### src/source/cdr_pkg.sv
`default_nettype none

package cdr_pkg;

    // ADC side
    localparam int nadc = 8;            // Sample width, signed
    localparam int nti  = 4;            // Interleaved samples per clock

    // Phase interpolator side
    localparam int npi  = 8;            // Code width
    localparam int nout = 4;            // Number of interpolator lanes

    // Phase detector error, two bits of growth over a sample
    localparam int pd_w = nadc + 2;

    // Lane sums before saturation, room for nti terms plus the offset
    localparam int pd_sum_w = pd_w + 3;

    // Loop filter accumulators carry phase_shift fractional bits
    localparam int phase_shift = 8;
    localparam int est_w       = pd_w + phase_shift;

    // Shift amount for kp, ki and kr
    localparam int gain_w = 3;

    // Start-up hold of the phase error
    localparam int hold_cycles = 32;
    localparam int hold_cnt_w  = $clog2(hold_cycles + 1);

    // Debug snapshot FSM
    typedef enum logic [1:0] {
        snap_wait   = 2'd0,   // Waits for sample_i low
        snap_ready  = 2'd1,   // Armed, waits for sample_i high
        snap_sample = 2'd2    // Captures on the next edge
    } snap_state_t;

endpackage

`default_nettype wire
### src/source/mm_cdr_top.sv
`timescale 1ns/1ps
`default_nettype none

module mm_cdr_top (
    input  wire logic                              clk,
    input  wire logic                              ext_rstb,

    // ADC samples and detector trim
    input  wire logic signed [cdr_pkg::nadc-1:0]   din_i [cdr_pkg::nti-1:0],
    input  wire logic signed [cdr_pkg::pd_w-1:0]   pd_offset_i,

    // Loop control
    input  wire logic                              ramp_clock_i,
    input  wire logic [cdr_pkg::gain_w-1:0]        kp_i,
    input  wire logic [cdr_pkg::gain_w-1:0]        ki_i,
    input  wire logic [cdr_pkg::gain_w-1:0]        kr_i,
    input  wire logic                              en_ramp_est_i,
    input  wire logic                              en_freq_est_i,
    input  wire logic                              en_ext_pi_ctl_i,
    input  wire logic [cdr_pkg::npi-1:0]           ext_pi_ctl_i,

    // Interpolator side
    output logic [cdr_pkg::npi-1:0]                pi_ctl_o [cdr_pkg::nout-1:0],
    output logic                                   freq_lvl_cross_o,

    // Debug snapshot
    input  wire logic                              sample_i,
    output logic signed [cdr_pkg::pd_w-1:0]        phase_est_o,
    output logic signed [cdr_pkg::est_w-1:0]       freq_est_o,
    output logic signed [cdr_pkg::est_w-1:0]       ramp_est_o
);

    logic signed [cdr_pkg::pd_w-1:0]  pd_err;
    logic signed [cdr_pkg::pd_w-1:0]  err;
    logic signed [cdr_pkg::pd_w-1:0]  phase_out;
    logic signed [cdr_pkg::est_w-1:0] freq_upd;
    logic signed [cdr_pkg::est_w-1:0] ramp_sel_upd;

    mm_pd mm_pd_inst (
        .clk         (clk),
        .ext_rstb    (ext_rstb),
        .din_i       (din_i),
        .pd_offset_i (pd_offset_i),
        .pd_err_o    (pd_err)
    );

    // Keeps the loop quiet while the front end settles
    phase_err_hold phase_err_hold_inst (
        .clk      (clk),
        .ext_rstb (ext_rstb),
        .pd_err_i (pd_err),
        .err_o    (err)
    );

    mm_loop_filter mm_loop_filter_inst (
        .clk              (clk),
        .ext_rstb         (ext_rstb),
        .err_i            (err),
        .ramp_clock_i     (ramp_clock_i),
        .kp_i             (kp_i),
        .ki_i             (ki_i),
        .kr_i             (kr_i),
        .en_ramp_est_i    (en_ramp_est_i),
        .en_freq_est_i    (en_freq_est_i),
        .en_ext_pi_ctl_i  (en_ext_pi_ctl_i),
        .ext_pi_ctl_i     (ext_pi_ctl_i),
        .pi_ctl_o         (pi_ctl_o),
        .freq_lvl_cross_o (freq_lvl_cross_o),
        .phase_out_o      (phase_out),
        .freq_upd_o       (freq_upd),
        .ramp_sel_upd_o   (ramp_sel_upd)
    );

    loop_snapshot loop_snapshot_inst (
        .clk            (clk),
        .ext_rstb       (ext_rstb),
        .sample_i       (sample_i),
        .phase_out_i    (phase_out),
        .freq_upd_i     (freq_upd),
        .ramp_sel_upd_i (ramp_sel_upd),
        .phase_est_o    (phase_est_o),
        .freq_est_o     (freq_est_o),
        .ramp_est_o     (ramp_est_o)
    );

endmodule

`default_nettype wire

### src/source/loop_snapshot.sv
`timescale 1ns/1ps
`default_nettype none

module loop_snapshot (
    input  wire logic                              clk,
    input  wire logic                              ext_rstb,
    input  wire logic                              sample_i,
    input  wire logic signed [cdr_pkg::pd_w-1:0]   phase_out_i,
    input  wire logic signed [cdr_pkg::est_w-1:0]  freq_upd_i,
    input  wire logic signed [cdr_pkg::est_w-1:0]  ramp_sel_upd_i,
    output logic signed [cdr_pkg::pd_w-1:0]        phase_est_o,
    output logic signed [cdr_pkg::est_w-1:0]      freq_est_o,
    output logic signed [cdr_pkg::est_w-1:0]      ramp_est_o
);

    cdr_pkg::snap_state_t state;
    cdr_pkg::snap_state_t state_nxt;

    // A capture needs sample_i low first, so a held request fires once
    always_comb begin
        state_nxt = state;
        case (state)
            cdr_pkg::snap_wait: begin
                if (!sample_i) begin
                    state_nxt = cdr_pkg::snap_ready;
                end
            end
            cdr_pkg::snap_ready: begin
                if (sample_i) begin
                    state_nxt = cdr_pkg::snap_sample;
                end
            end
            cdr_pkg::snap_sample: state_nxt = cdr_pkg::snap_wait;
            default:              state_nxt = cdr_pkg::snap_wait;
        endcase
    end

    always_ff @(posedge clk or negedge ext_rstb) begin
        if (!ext_rstb) begin
            state <= cdr_pkg::snap_wait;
        end else begin
            state <= state_nxt;
        end
    end

    // Outputs hold between captures
    always_ff @(posedge clk or negedge ext_rstb) begin
        if (!ext_rstb) begin
            phase_est_o <= '0;
            freq_est_o  <= '0;
            ramp_est_o  <= '0;
        end else if (state == cdr_pkg::snap_sample) begin
            phase_est_o <= phase_out_i;
            freq_est_o  <= freq_upd_i;
            ramp_est_o  <= ramp_sel_upd_i;
        end
    end

endmodule

`default_nettype wire

### src/source/mm_loop_filter.sv
`timescale 1ns/1ps
`default_nettype none

module mm_loop_filter (
    input  wire logic                              clk,
    input  wire logic                              ext_rstb,
    input  wire logic signed [cdr_pkg::pd_w-1:0]   err_i,
    input  wire logic                              ramp_clock_i,
    input  wire logic [cdr_pkg::gain_w-1:0]        kp_i,
    input  wire logic [cdr_pkg::gain_w-1:0]        ki_i,
    input  wire logic [cdr_pkg::gain_w-1:0]        kr_i,
    input  wire logic                              en_ramp_est_i,
    input  wire logic                              en_freq_est_i,
    input  wire logic                              en_ext_pi_ctl_i,
    input  wire logic [cdr_pkg::npi-1:0]           ext_pi_ctl_i,
    output logic [cdr_pkg::npi-1:0]                pi_ctl_o [cdr_pkg::nout-1:0],
    output logic                                   freq_lvl_cross_o,
    output logic signed [cdr_pkg::pd_w-1:0]        phase_out_o,
    output logic signed [cdr_pkg::est_w-1:0]       freq_upd_o,
    output logic signed [cdr_pkg::est_w-1:0]       ramp_sel_upd_o
);

    // Ramp clock is asynchronous to clk
    logic ramp_ff;
    logic ramp_sync;

    logic signed [cdr_pkg::est_w-1:0] err_ext;
    logic signed [cdr_pkg::est_w-1:0] err_kp;
    logic signed [cdr_pkg::est_w-1:0] err_ki;
    logic signed [cdr_pkg::est_w-1:0] err_kr;

    logic signed [cdr_pkg::est_w-1:0] ramp_pls_q;
    logic signed [cdr_pkg::est_w-1:0] ramp_neg_q;
    logic signed [cdr_pkg::est_w-1:0] ramp_pls_d;
    logic signed [cdr_pkg::est_w-1:0] ramp_neg_d;

    logic signed [cdr_pkg::est_w-1:0] freq_q;
    logic signed [cdr_pkg::est_w-1:0] freq_d;
    logic signed [cdr_pkg::est_w-1:0] freq_upd;
    logic signed [cdr_pkg::est_w-1:0] prev_freq_upd_q;

    logic signed [cdr_pkg::est_w-1:0] phase_q;
    logic signed [cdr_pkg::est_w-1:0] phase_d;

    logic [cdr_pkg::npi-1:0] loop_code;

    always_ff @(posedge clk or negedge ext_rstb) begin
        if (!ext_rstb) begin
            ramp_ff   <= 1'b0;
            ramp_sync <= 1'b0;
        end else begin
            ramp_ff   <= ramp_clock_i;
            ramp_sync <= ramp_ff;
        end
    end

    // Error widened to the accumulator width before any shift
    assign err_ext = {{cdr_pkg::phase_shift{err_i[cdr_pkg::pd_w-1]}}, err_i};
    assign err_kp  = err_ext <<< kp_i;
    assign err_ki  = err_ext <<< ki_i;
    assign err_kr  = err_ext <<< kr_i;

    // Ramp estimators, one per half of the ramp clock
    always_comb begin
        ramp_pls_d = ramp_pls_q;
        ramp_neg_d = ramp_neg_q;
        if (!en_ramp_est_i) begin
            ramp_pls_d = '0;
            ramp_neg_d = '0;
        end else if (ramp_sync) begin
            ramp_pls_d = ramp_pls_q + err_kr;
        end else begin
            ramp_neg_d = ramp_neg_q + err_kr;
        end
    end

    assign ramp_sel_upd_o = ramp_sync ? ramp_pls_d : ramp_neg_d;

    // Frequency path, all sums wrap in est_w bits
    assign freq_upd = freq_q + err_ki + (ramp_sync ? ramp_pls_q : ramp_neg_q);
    assign freq_d   = en_freq_est_i ? freq_upd : '0;

    assign phase_d = phase_q + err_kp + freq_q;   // Uses the old frequency estimate

    always_ff @(posedge clk or negedge ext_rstb) begin
        if (!ext_rstb) begin
            ramp_pls_q      <= '0;
            ramp_neg_q      <= '0;
            freq_q          <= '0;
            prev_freq_upd_q <= '0;
            phase_q         <= '0;
        end else begin
            ramp_pls_q      <= ramp_pls_d;
            ramp_neg_q      <= ramp_neg_d;
            freq_q          <= freq_d;
            prev_freq_upd_q <= freq_upd;
            phase_q         <= phase_d;
        end
    end

    // Rising frequency flag
    always_ff @(posedge clk or negedge ext_rstb) begin
        if (!ext_rstb) begin
            freq_lvl_cross_o <= 1'b0;
        end else begin
            freq_lvl_cross_o <= (freq_upd > prev_freq_upd_q);
        end
    end

    assign freq_upd_o  = freq_upd;
    assign phase_out_o = phase_q[cdr_pkg::est_w-1 -: cdr_pkg::pd_w];   // Drop fraction bits
    assign loop_code   = phase_out_o[cdr_pkg::pd_w-1 -: cdr_pkg::npi];

    // Same code on every interpolator lane
    always_comb begin
        for (int k = 0; k < cdr_pkg::nout; k++) begin
            pi_ctl_o[k] = en_ext_pi_ctl_i ? ext_pi_ctl_i : loop_code;
        end
    end

endmodule

`default_nettype wire

### src/source/phase_err_hold.sv
`timescale 1ns/1ps
`default_nettype none

module phase_err_hold (
    input  wire logic                            clk,
    input  wire logic                            ext_rstb,
    input  wire logic signed [cdr_pkg::pd_w-1:0] pd_err_i,
    output logic signed [cdr_pkg::pd_w-1:0]      err_o
);

    logic [cdr_pkg::hold_cnt_w-1:0] hold_cnt;
    logic                           released;

    // Counter parks at hold_cycles and stays there until the next reset
    assign released = (hold_cnt == cdr_pkg::hold_cnt_w'(cdr_pkg::hold_cycles));

    always_ff @(posedge clk or negedge ext_rstb) begin
        if (!ext_rstb) begin
            hold_cnt <= '0;
        end else if (!released) begin
            hold_cnt <= hold_cnt + 1'b1;
        end
    end

    // Zero for the first hold_cycles edges, then follow the detector
    always_ff @(posedge clk or negedge ext_rstb) begin
        if (!ext_rstb) begin
            err_o <= '0;
        end else begin
            err_o <= released ? pd_err_i : '0;
        end
    end

endmodule

`default_nettype wire

### src/source/mm_pd.sv
`timescale 1ns/1ps
`default_nettype none

module mm_pd (
    input  wire logic                              clk,
    input  wire logic                              ext_rstb,
    input  wire logic signed [cdr_pkg::nadc-1:0]   din_i [cdr_pkg::nti-1:0],
    input  wire logic signed [cdr_pkg::pd_w-1:0]   pd_offset_i,
    output logic signed [cdr_pkg::pd_w-1:0]        pd_err_o
);

    localparam int term_w = cdr_pkg::nadc + 2;

    localparam logic signed [cdr_pkg::pd_sum_w-1:0] sat_max = (1 <<< (cdr_pkg::pd_w - 1)) - 1;
    localparam logic signed [cdr_pkg::pd_sum_w-1:0] sat_min = -(1 <<< (cdr_pkg::pd_w - 1));

    logic signed [cdr_pkg::nadc-1:0]     last_q;      // Last sample of the previous cycle
    logic signed [cdr_pkg::nadc-1:0]     chain [cdr_pkg::nti:0];
    logic signed [cdr_pkg::pd_sum_w-1:0] err_sum;
    logic signed [cdr_pkg::pd_w-1:0]     err_sat;

    // sign(prev)*cur - sign(cur)*prev, zero counts as positive
    function automatic logic signed [term_w-1:0] lane_term(
        input logic signed [cdr_pkg::nadc-1:0] cur,
        input logic signed [cdr_pkg::nadc-1:0] prev
    );
        logic signed [term_w-1:0] cur_x;
        logic signed [term_w-1:0] prev_x;
        cur_x     = cur;
        prev_x    = prev;
        lane_term = (prev[cdr_pkg::nadc-1] ? -cur_x : cur_x)
                  - (cur[cdr_pkg::nadc-1] ? -prev_x : prev_x);
    endfunction

    // Sample chain with the carried sample in front
    always_comb begin
        chain[0] = last_q;
        for (int k = 0; k < cdr_pkg::nti; k++) begin
            chain[k+1] = din_i[k];
        end
    end

    always_comb begin
        err_sum = pd_offset_i;
        for (int k = 0; k < cdr_pkg::nti; k++) begin
            err_sum = err_sum + lane_term(chain[k+1], chain[k]);
        end
    end

    always_comb begin
        if (err_sum > sat_max) begin
            err_sat = sat_max[cdr_pkg::pd_w-1:0];
        end else if (err_sum < sat_min) begin
            err_sat = sat_min[cdr_pkg::pd_w-1:0];
        end else begin
            err_sat = err_sum[cdr_pkg::pd_w-1:0];
        end
    end

    always_ff @(posedge clk or negedge ext_rstb) begin
        if (!ext_rstb) begin
            last_q   <= '0;
            pd_err_o <= '0;
        end else begin
            last_q   <= din_i[cdr_pkg::nti-1];
            pd_err_o <= err_sat;
        end
    end

endmodule

`default_nettype wire

### config.mk
export PLATFORM = sky130hd
export DESIGN_NAME = mm_cdr_top
export DESIGN_NICKNAME = d
export VERILOG_FILES = /design/src/source/cdr_pkg.sv /design/src/source/mm_cdr_top.sv /design/src/source/loop_snapshot.sv /design/src/source/mm_loop_filter.sv /design/src/source/phase_err_hold.sv /design/src/source/mm_pd.sv
export SDC_FILE = /design/constraint.sdc
export NUM_CORES = 1
export LEC_CHECK = 0
export BUFFER_PORTS_ARGS = -buffer_cell sky130_fd_sc_hd__buf_2
export CORE_MARGIN = 2
export CORE_UTILIZATION = 50
export CTS_CLUSTER_SIZE = 8
export DETAILED_ROUTE_END_ITERATION = 6
export PLACE_DENSITY = 0.81
export SLEW_MARGIN = 20
export SYNTH_ARGS = -nofsm -noshare
export SYNTH_HDL_FRONTEND = slang
export SYNTH_SLANG_ARGS = --single-unit
### constraint.sdc
create_clock -name clk -period 5.4 [get_ports clk]
set_input_delay 0.81 -clock clk [delete_from_list [all_inputs] [get_ports clk]]
set_output_delay 0.81 -clock clk [all_outputs]
set_load 0.01 [all_outputs]
==> results.ini, run 1 <==
[timing]
period_needed_ns=6.17
fmax_mhz=162
worst_slack_ns=-0.767
worst_pin_slew_ns=0.698
slew_headroom=0.531
finClkSkew_ns=0.0155
setup_viol=10
hold_viol_final=0
timing.final.crit_share=1.14
slew_violations=0
grt_setup_unrepaired=true

[worst_setup_path]
startpoint_type=primary input
endpoint_kind=flip-flop
cp.required_ns=5.73
max_stage_delay_ns=0.58
cp.arrival_ns=6.50
worstPathMaxFanout=5
slowest_stage=fa_1
path_buf_inv=7
timing.critical_path.mode_cell=a21oi_2
criticalPathCategory=primary input to flip-flop
path_delay_family=adder cells

[global_routing]
grt_overflow=0
grt_pass1_wl_um=63900
grt_use_total=0.252
antenna_found_initial=3
grt_pass1_vias=13200
grt_max_degree=106

[logic_synthesis]
synth_fp_nets=1991
syn_area_per_cell_um2=8.97
synth_area_leader_cell=dfrtp_1
async_reset_ff_frac=1.00
synth_edf_count=0
yosysTopAreaCellShare=0.285
yosys-top-cells-area=dfrtp_1, ha_1, fa_1
yosysWarnings=0
synth_cell_type_count=62
syn_inst=1711
ys.flop_type=dfrtp_1
seq_area_frac_synth=0.285
synth_area_mm2=0.0153
synth_seq_cells=175

[cells_and_area]
final_core_utilization=0.618
nets=2248
multi_input_area_mm2=0.0107
regArea_mm2=0.00438
fillerInstances=2420
layout-drive-gt1-share=0.254
syn2layout_area_growth_pct=22.6

[route]
avgViaCountPerCell=5.59
drc=0
firstDrtPassIters=6
drtAntennaViolNets=0
drtIter0Drc=993
wirelength_um=40800
vias=13300
routedWlPerCell_um=17.2

[clock_network]
cts_made_buffers=17
clk_latency_ns=0.45
clk_path_buf_depth=2
cts_max_level=4
cts.sinks=175
cts_root_buffer=clkbuf_16
cts_tree=yes
clk_pin_slew_worst_paths_ns=0.07

[floorplanning]
die_y_um=179
initial_core_util=0.504
core-area_mm2=0.0304
boundaryPins=145
die-area_mm2=0.0321
die_w_um=179
rows=64

[min_path]
hp-class=primary input to async pin

[flow_run]
max-cap-violations=0

[status]
violations=negative setup slack
outcome=finished, violations left

[placed_design]
port_buffers=144
place.gp.congestion=0.953
dp_hpwl_um=30000

==> what timing repair did <==
item	4_1_cts	5_1_grt
resized for setup	63	45
pin swaps	56	46
setup buffers	11	8
endpoints found under the setup margin	10	10
gates cloned	2	0
hold buffers	0	0
==> kinds of logic after synthesis <==
logic type / count (synthesis) / share of synthesized area
flip-flops: 175 / 0.285
AO/OA/AOI/OAI: 367 / 0.150
multiplexers: 87 / 0.0603
AND/OR/NAND/NOR: 501 / 0.150
XOR/XNOR: 157 / 0.0906
buffers and inverters: 210 / 0.0572
adder cells (fa/ha/maj): 214 / 0.207
==> path summary, 6_finish.rpt <==
check                                                       from  cells past startpoint                                             to  slack (ns)
max                                                     din_i[0]                     30               mm_pd_inst.pd_err_o[2]$_DFF_PN0_       -0.77
min                                                     ext_rstb                      1   mm_loop_filter_inst.ramp_pls_q[14]$_DFF_PN0_        0.35
max reg2reg                       mm_pd_inst.last_q[1]$_DFF_PN0_                     29               mm_pd_inst.pd_err_o[2]$_DFF_PN0_       -0.75
min reg2reg                mm_loop_filter_inst.ramp_ff$_DFF_PN0_                      0        mm_loop_filter_inst.ramp_sync$_DFF_PN0_        0.37
max in group asynchronous                               ext_rstb                      2  loop_snapshot_inst.freq_est_o[15]$_DFFE_PN0N_        4.02
min in group clk           mm_loop_filter_inst.ramp_ff$_DFF_PN0_                      0        mm_loop_filter_inst.ramp_sync$_DFF_PN0_        0.37
==> through the flow <==
step / setup slack [ns] / hold slack [ns] / instances / instance area (µm²) / setup TNS [ns]
floorplan: -0.719 / 0.331 / 1711 / 15500 / -6.76
CTS: -0.556 / 0.371 / 2369 / 18500 / -4.94
finish: -0.767 / 0.351 / 2380 / 18800 / -7.21
global placement: -1.09 / 0.349 / 2324 / 17500 / -10.51
detailed placement: -1.33 / 0.351 / 2324 / 17500 / -12.96
global route: -0.942 / 0.384 / 2378 / 18800 / -8.95
==> registers in the layout (all words and copies together) (netlist names) <==
| register | flops |
|---|---|
| mm_loop_filter_inst.phase_q | 18 |
| mm_pd_inst.pd_err_o | 10 |
| mm_loop_filter_inst.ramp_ff | 1 |
| phase_err_hold_inst.err_o | 10 |
| mm_loop_filter_inst.freq_lvl_cross_o | 1 |
| loop_snapshot_inst.ramp_est_o | 18 |
| mm_loop_filter_inst.ramp_pls_q | 18 |
| phase_err_hold_inst.hold_cnt | 6 |
| mm_pd_inst.last_q | 8 |
| mm_loop_filter_inst.freq_q | 18 |
| loop_snapshot_inst.state | 2 |
| mm_loop_filter_inst.ramp_sync | 1 |
| mm_loop_filter_inst.ramp_neg_q | 18 |
| loop_snapshot_inst.phase_est_o | 10 |
| loop_snapshot_inst.freq_est_o | 18 |
| mm_loop_filter_inst.prev_freq_upd_q | 18 |
==> cell usage after synthesis, types with 36 or more instances <==
| library cell | number |
|---|---|
| xor2_1 | 50 |
| xnor2_1 | 105 |
| a21oi_1 | 102 |
| dfrtp_1 | 175 |
| mux2_2 | 44 |
| nand2_1 | 217 |
| nor2_1 | 105 |
| clkbuf_1 | 48 |
| inv_1 | 129 |
| mux2i_1 | 43 |
| a21o_1 | 39 |
| and2_1 | 36 |
| fa_1 | 66 |
| o21ai_0 | 100 |
| ha_1 | 148 |
==> worst register-to-register path: cells and delay by family (launching register included) <==
| family | cells | cell delay, ns |
|---|---|---|
| buffers and inverters | 4 | 0.39 |
| and+or+nand+nor | 6 | 1.08 |
| adders and majority gates | 6 | 1.98 |
| xor gates and xnor gates | 3 | 0.68 |
| DFF | 1 | 0.40 |
| AOI/OAI and AO/OA | 10 | 1.51 |
==> cell usage in the layout, fill, tap and decap left out, drive strengths merged, types with 19 or more instances in the layout <==
cell and n:
inv 134, mux2 44, buf 316, dfrtp 175
xor2 51, o21a 20, nor2 105, ha 148
xnor2 106, o21ai 111, nand2b 35, nand2 217
a21oi 104, clkbuf 19, a21o 39, and2 36
nor3 26, fa 66, nand3 22, mux2i 43
==> metal layers <==
layer | up-vias | part of all wire | GRT usage
met4 | 2 | 0.026 | 0.0783
met1 | 6429 | 0.43 | 0.337
met3 | 89 | 0.064 | 0.0384
met2 | 440 | 0.48 | 0.420
met5 | - | 0.00027 | 0
li1 | 6343 | - | -
==> layout make-up <==
type / instances / share of cell area
Antenna cell: 3 / 0.000399
Inverter: 130 / 0.0269
Tap cell: 396 / 0.0263
Multi-Input combinational cell: 1328 / 0.570
Clock buffer: 19 / 0.0241
Sequential cell: 175 / 0.233
Timing Repair Buffer: 316 / 0.112
Clock inverter: 13 / 0.00798
Power of run 1 is left out: the tool's default activity adds up to more than one toggle a clock period on the data nets, which glitch-free logic cannot reach.
==> run 2: changes to the inputs <==
--- a/config.mk
+++ b/config.mk
@@ -10,8 +10,9 @@
 export CORE_UTILIZATION = 50
 export CTS_CLUSTER_SIZE = 8
 export DETAILED_ROUTE_END_ITERATION = 6
-export PLACE_DENSITY = 0.81
+export PLACE_DENSITY = 0.8
 export SLEW_MARGIN = 20
 export SYNTH_ARGS = -nofsm -noshare
 export SYNTH_HDL_FRONTEND = slang
+export SYNTH_HIERARCHICAL = 1
 export SYNTH_SLANG_ARGS = --single-unit
==> run 2 against run 1 <==
Net effect: hold slack gained 0.0088 ns; register-to-register slack better by 0.35 ns; setup slack improved by 0.13 ns; the run still ends with negative setup slack left; area after synthesis is 6.3% higher; die area grew 6.2%; sequential share of layout area fell by 0.64 points; non-clock buffer count is 3 lower; first-iteration DRC count is 23% lower; largest cell class unchanged; global-route usage shrank 0.99 points.
==> results.ini, run 2 <==
[worst_setup_path]
endpoint_kind=flip-flop
rr_startpoint=mm_pd_inst/last_q[0]$_DFF_PN0_
max_stage_delay_ns=0.50  ; -0.08 ns
startpoint=din_i[2]
cp_cell_sequence=buf_6 -> or3_4 -> or3_4 -> nand2_2 -> xor2_2 -> ha_1 -> or3_4 -> o21ai_2 -> a21oi_2 -> xor2_2 -> fa_1 -> fa_1 -> inv_1 -> fa_1 -> inv_2 -> ha_4 -> a2111o_1 -> o2111a_1 -> a221o_1 -> nand2_2 -> mux2i_4 -> a31oi_4 -> o31ai_2
worstPathMaxFanout=5  ; unchanged
cp.required_ns=5.74  ; about the same
startpoint_type=primary input
path_delay_family=adder cells
criticalPathCategory=primary input to flip-flop
slowest_stage=fa_1
path_buf_inv=3  ; -4
cp.arrival_ns=6.38  ; -0.12 ns

[cells_and_area]
final_core_utilization=0.599  ; -0.0192
layout_common_cells=dfrtp_1, buf_4, inv_1
regArea_mm2=0.00438  ; unchanged
syn2layout_area_growth_pct=18.6
final_common_cell=dfrtp_1
multi_input_area_mm2=0.0112  ; +4.2%
nets=2246  ; -0.089%
layout-drive-gt1-share=0.264  ; +0.00986
fillerInstances=2655  ; +9.7%

[global_routing]
grt_pass1_wl_um=65700  ; +2.8%
grt_pass1_vias=13500  ; +2.6%
grt_overflow=0  ; unchanged
grt_use_total=0.242  ; -0.00992
grt_max_degree=91  ; -14%
antenna_found_initial=1  ; -2

[logic_synthesis]
synth_area_mm2=0.0163  ; +6.3%
synth_cell_type_count=84  ; +35%
synth_seq_cells=175  ; unchanged
ys.flop_type=dfrtp_1
async_reset_ff_frac=1.00  ; unchanged
syn_inst=1723  ; +0.70%
yosysTopAreaCellShare=0.269  ; -0.0169
seq_area_frac_synth=0.269  ; -0.0169
synth_edf_count=0  ; unchanged
synth_commonest_cells=dfrtp_1, inv_1, nand2_1
yosys-top-cells-area=dfrtp_1, ha_1, fa_1
synth_fp_nets=2003  ; +0.60%
synth_most_common_cell=dfrtp_1
yosysWarnings=6  ; +6
syn_area_per_cell_um2=9.47  ; +5.6%
synth_area_leader_cell=dfrtp_1

[floorplanning]
core-area_mm2=0.0323  ; +6.1%
die-area_mm2=0.0341  ; +6.2%
boundaryPins=145  ; unchanged
die_w_um=185  ; +3.0%
initial_core_util=0.505  ; +0.000880
die_y_um=185  ; +3.0%
rows=66  ; +3.1%

[clock_network]
cts_made_buffers=17  ; unchanged
cts_max_level=4  ; unchanged
clk_latency_ns=0.44  ; about the same
postCtsHoldBufs=0  ; unchanged
clk_path_buf_depth=2  ; unchanged
cts_tree=yes
cts_root_buffer=clkbuf_16
clk_pin_slew_worst_paths_ns=0.07  ; about the same
cts.sinks=175  ; unchanged

[timing]
hold_slack_ns=0.360  ; +0.00876 ns
hold_viol_final=0  ; unchanged
finClkSkew_ns=0.0125  ; -0.00304 ns
fmax_mhz=166  ; +2.1%
timing.final.crit_share=1.12  ; -0.0239
slew_violations=0  ; unchanged
setup_viol=10  ; unchanged
slew_headroom=0.424  ; -0.107
worst_slack_ns=-0.638  ; +0.129 ns
period_needed_ns=6.04  ; -0.129 ns
grt_setup_unrepaired=true
worst_pin_slew_ns=0.864  ; +0.166 ns

[status]
outcome=finished, violations left
violations=negative setup slack

[route]
avgViaCountPerCell=5.53  ; -1.1%
wirelength_um=40800  ; -0.12%
drtAntennaViolNets=0  ; unchanged
firstDrtPassIters=6  ; unchanged
drtIter0Drc=761  ; -23%
vias=13400  ; +0.60%
drc=0  ; unchanged
routedWlPerCell_um=16.8  ; -1.9%

[placed_design]
dp_hpwl_um=32300  ; +7.6%
place.gp.congestion=0.942  ; -1.2%
port_buffers=144  ; unchanged

[min_path]
min_from=mm_loop_filter_inst/ramp_ff$_DFF_PN0_
hp-class=flip-flop to flip-flop

[flow_run]
max-cap-violations=0  ; unchanged

## run 2: cell count changes after synthesis, moves of 10 or more
cell     change
a21oi_1     -15
buf_4       +10
inv_1       +30
mux2_2      -14
mux2_4      +41
mux2i_1     +15
nand2_1     -68
nor2_1      -32
nor2b_1     +16
o21ai_0     -14
xnor2_1     -13
## run 2: worst reg2reg max path, delay by kind of cell, from the launching register on
kind            cells  cell delay [ns]
xor+xnor            1             0.11
compound gates      8             1.79
fa+ha+maj           6             2.26
mux                 2             0.55
simple gates        3             0.42
flops               1             0.40
buf+inv             3             0.17
## run 2: layout make-up
| type | instances | area share |
|---|---|---|
| Antenna cell | 1 | 0.000129 |
| Clock buffer | 17 | 0.0220 |
| Clock inverter | 15 | 0.00860 |
| Inverter | 159 | 0.0308 |
| Multi-Input combinational cell | 1300 | 0.578 |
| Sequential cell | 175 | 0.226 |
| Tap cell | 442 | 0.0286 |
| Timing Repair Buffer | 313 | 0.106 |
## run 2: final timing paths
path                                                                    end  slack, ns  cells after the start
worst min register to register      mm_loop_filter_inst/ramp_sync$_DFF_PN0_       0.36                      0
worst min-delay path                mm_loop_filter_inst/ramp_sync$_DFF_PN0_       0.36                      0
min in group asynchronous           loop_snapshot_inst/state[1]$_DFFE_PN0P_       0.43                      1
worst max register to register             mm_pd_inst/pd_err_o[5]$_DFF_PN0_      -0.40                     23
max in group asynchronous       mm_loop_filter_inst/ramp_neg_q[1]$_DFF_PN0_       3.80                      2
worst max-delay path                       mm_pd_inst/pd_err_o[5]$_DFF_PN0_      -0.64                     23
## run 2: metrics by stage
stage          cell area (µm²)  cells  setup WS, ns  TNS, ns
2_1_floorplan            16400   1723        -0.633    -6.07
3_3_place_gp             18300   2378        -0.932    -9.09
3_5_place_dp             18300   2378         -1.27   -12.46
4_1_cts                  19100   2415        -0.506    -4.65
5_1_grt                  19300   2422        -0.801    -7.60
6_report                 19300   2422        -0.638    -5.84
## run 2: what timing repair did
item | 4_1_cts | 5_1_grt
cloned | 0 | 1
hold endpoints to repair | 0 | 0
endpoints found under the setup margin | 10 | 10
buffers inserted | 6 | 5
pin swaps | 10 | 20
resized for setup | 39 | 41
## run 2: per-layer routing
| layer | wire, µm | track usage |
|---|---|---|
| met1 | 16800 | 0.289 |
| met2 | 20800 | 0.446 |
| met3 | 1750 | 0.0273 |
| met4 | 1350 | 0.0870 |
| met5 | 0 | 0 |
## run 2: kinds of logic after synthesis
kind of cell,synth area share
AO/OA/AOI/OAI,0.147
XOR/XNOR,0.0773
adder cells (fa/ha/maj),0.198
buffers and inverters,0.0706
flip-flops,0.269
multiplexers,0.0982
AND/OR/NAND/NOR,0.140
Power of run 2 is left out for the same reason.
==> run 3: changes to the inputs <==
--- a/config.mk
+++ b/config.mk
@@ -5,13 +5,14 @@
 export SDC_FILE = /design/constraint.sdc
 export NUM_CORES = 1
 export LEC_CHECK = 0
+export ABC_CLOCK_PERIOD_IN_PS = 5400
 export BUFFER_PORTS_ARGS = -buffer_cell sky130_fd_sc_hd__buf_2
 export CORE_MARGIN = 2
 export CORE_UTILIZATION = 50
 export CTS_CLUSTER_SIZE = 8
 export DETAILED_ROUTE_END_ITERATION = 6
 export PLACE_DENSITY = 0.8
-export SLEW_MARGIN = 20
+export SLEW_MARGIN = 30
 export SYNTH_ARGS = -nofsm -noshare
 export SYNTH_HDL_FRONTEND = slang
 export SYNTH_HIERARCHICAL = 1
==> constraint.sdc (replaced) <==
create_clock -name clk -period 5.4 [get_ports clk]
set_input_delay 1.08 -clock clk [delete_from_list [all_inputs] [get_ports clk]]
set_output_delay 1.08 -clock clk [all_outputs]
set_load 0.01 [all_outputs]
==> run 3 against run 2 <==
Net effect: the flow still finishes with violations (negative setup slack); final area increased by 0.17%; first-iteration DRC count increased by 1.2%; critical path depth up 5; global-route usage rose by 0.79 points; sequential share of layout area about the same; core utilization increased by 0.10 points; wire length grew 2.9%; non-clock buffer count up 23; clock skew increased by 0.0094 ns; cell count is 0.95% higher; count of clock-buffer cells in the layout unchanged; critical endpoint is now mm_pd_inst/pd_err_o[0]$_DFF_PN0_.
==> results.ini, run 3 (synthesized netlist as in run 2, its figures left out) <==
[clock_network]
cts.sinks=175  ; unchanged
clk_pin_slew_worst_paths_ns=0.08  ; about the same
clk_latency_ns=0.45  ; about the same
clk_path_buf_depth=2  ; unchanged
cts_root_buffer=clkbuf_16
cts_tree=yes
cts_max_level=4  ; unchanged
cts_made_buffers=17  ; unchanged
postCtsHoldBufs=0  ; unchanged

[route]
routedWlPerCell_um=17.2  ; +2.0%
drtIter0Drc=770  ; +1.2%
avgViaCountPerCell=5.54  ; +0.33%
firstDrtPassIters=5  ; -1
vias=13600  ; +1.3%
dr_wl_met3_um=1840  ; +5.3%
highest-signal-layer=met5
wirelength_um=42000  ; +2.9%
route.met2.wl_um=21500  ; +3.1%
drtAntennaViolNets=0  ; unchanged
drc=0  ; unchanged
wl_met1_um=17200  ; +2.2%

[floorplanning]
die-area_mm2=0.0341  ; unchanged
boundaryPins=145  ; unchanged
die_y_um=185  ; unchanged
initial_core_util=0.505  ; unchanged
rows=66  ; unchanged
core-area_mm2=0.0323  ; unchanged
die_w_um=185  ; unchanged

[timing]
worst_pin_slew_ns=0.855  ; -0.00990 ns
slew_violations=0  ; unchanged
hold_viol_final=0  ; unchanged
worst_slack_ns=-0.972  ; -0.334 ns
timing.final.crit_share=1.18  ; +0.0618
fmax_mhz=157  ; -5.2%
period_needed_ns=6.37  ; +0.334 ns
setup_viol=10  ; unchanged
finClkSkew_ns=0.0219  ; +0.00937 ns
slew_headroom=0.430  ; +0.00660
grt_setup_unrepaired=true

[worst_setup_path]
endpoint_kind=flip-flop
cp.required_ns=5.75  ; about the same
worstPathMaxFanout=6  ; +1
path_delay_family=adder cells
slowest_stage=fa_1
startpoint_type=primary input
criticalPathCategory=primary input to flip-flop
r2r_setup_slack_ns=-0.49  ; -0.09 ns
path_buf_inv=7  ; +4
max_stage_delay_ns=0.53  ; +0.03 ns
cp.arrival_ns=6.72  ; +0.34 ns
timing.critical_path.mode_cell=fa_1

[global_routing]
grt_use_total=0.250  ; +0.00794
grt_max_degree=98  ; +7.7%
grt_pass1_wl_um=67600  ; +2.8%
antenna_found_initial=2  ; +1
grt_pass1_vias=13800  ; +2.3%
grt_overflow=0  ; unchanged

[placed_design]
place_area_mm2=0.0185  ; +0.91%
port_buffers=144  ; unchanged
place.gp.congestion=0.957  ; +1.7%
dp_hpwl_um=32900  ; +2.1%

[min_path]
hp-class=flip-flop to flip-flop

[status]
violations=negative setup slack
outcome=finished, violations left

[cells_and_area]
layout_common_cells=buf_4, dfrtp_1, inv_1
syn2layout_area_growth_pct=18.8
nets=2269  ; +1.0%
fillerInstances=2648  ; -0.26%
final_common_cell=buf_4
final_area_mm2=0.0194  ; +0.17%
layout-drive-gt1-share=0.260  ; -0.00403

[flow_run]
max-cap-violations=0  ; unchanged

## run 3: path summary, 6_finish.rpt
check                                                            from                                            end  cells past startpoint
worst max-delay path                                         din_i[8]               mm_pd_inst/pd_err_o[0]$_DFF_PN0_                     28
worst min-delay path            mm_loop_filter_inst/ramp_ff$_DFF_PN0_        mm_loop_filter_inst/ramp_sync$_DFF_PN0_                      0
worst max register to register         mm_pd_inst/last_q[0]$_DFF_PN0_               mm_pd_inst/pd_err_o[0]$_DFF_PN0_                     24
worst min register to register  mm_loop_filter_inst/ramp_ff$_DFF_PN0_        mm_loop_filter_inst/ramp_sync$_DFF_PN0_                      0
max in group asynchronous                                    ext_rstb    mm_loop_filter_inst/ramp_pls_q[3]$_DFF_PN0_                      2
min in group asynchronous                                    ext_rstb  loop_snapshot_inst/freq_est_o[14]$_DFFE_PN0N_                      1
## run 3: what timing repair did
item	in CTS	in global routing
resized for setup	21	22
setup buffers	3	6
endpoints found under the setup margin	10	11
pin swaps	9	8
gates cloned	0	1
## run 3: routing by layer
| layer | global-route usage | vias to the layer above |
|---|---|---|
| li1 | - | 6443 |
| met1 | 0.291 | 6559 |
| met2 | 0.461 | 441 |
| met3 | 0.0314 | 109 |
| met4 | 0.103 | 2 |
| met5 | 0 | - |
## run 3: area by class of cell
cell class	count	area, µm²	area share
Sequential cell	175	4380	0.226
Timing Repair Buffer	336	2180	0.113
Antenna cell	1	2.50	0.000129
Multi-Input combinational cell	1300	11000	0.570
Clock buffer	17	425	0.0219
Inverter	159	597	0.0308
Tap cell	442	553	0.0285
Clock inverter	15	201	0.0104
## run 3: stage by stage
| step | util | setup TNS [ns] | std cells | worst slack (ns) | hold slack, ns |
|---|---|---|---|---|---|
| detailed placement | 0.573 | -15.22 | 2402 | -1.54 | 0.354 |
| global placement | 0.573 | -11.43 | 2402 | -1.16 | 0.341 |
| global route | 0.600 | -11.28 | 2445 | -1.16 | 0.404 |
| finish | 0.600 | -9.35 | 2445 | -0.972 | 0.378 |
| CTS | 0.596 | -8.14 | 2437 | -0.842 | 0.389 |
| floorplan | - | -8.77 | 1723 | -0.903 | 0.331 |
Power of run 3 is left out for the same reason.
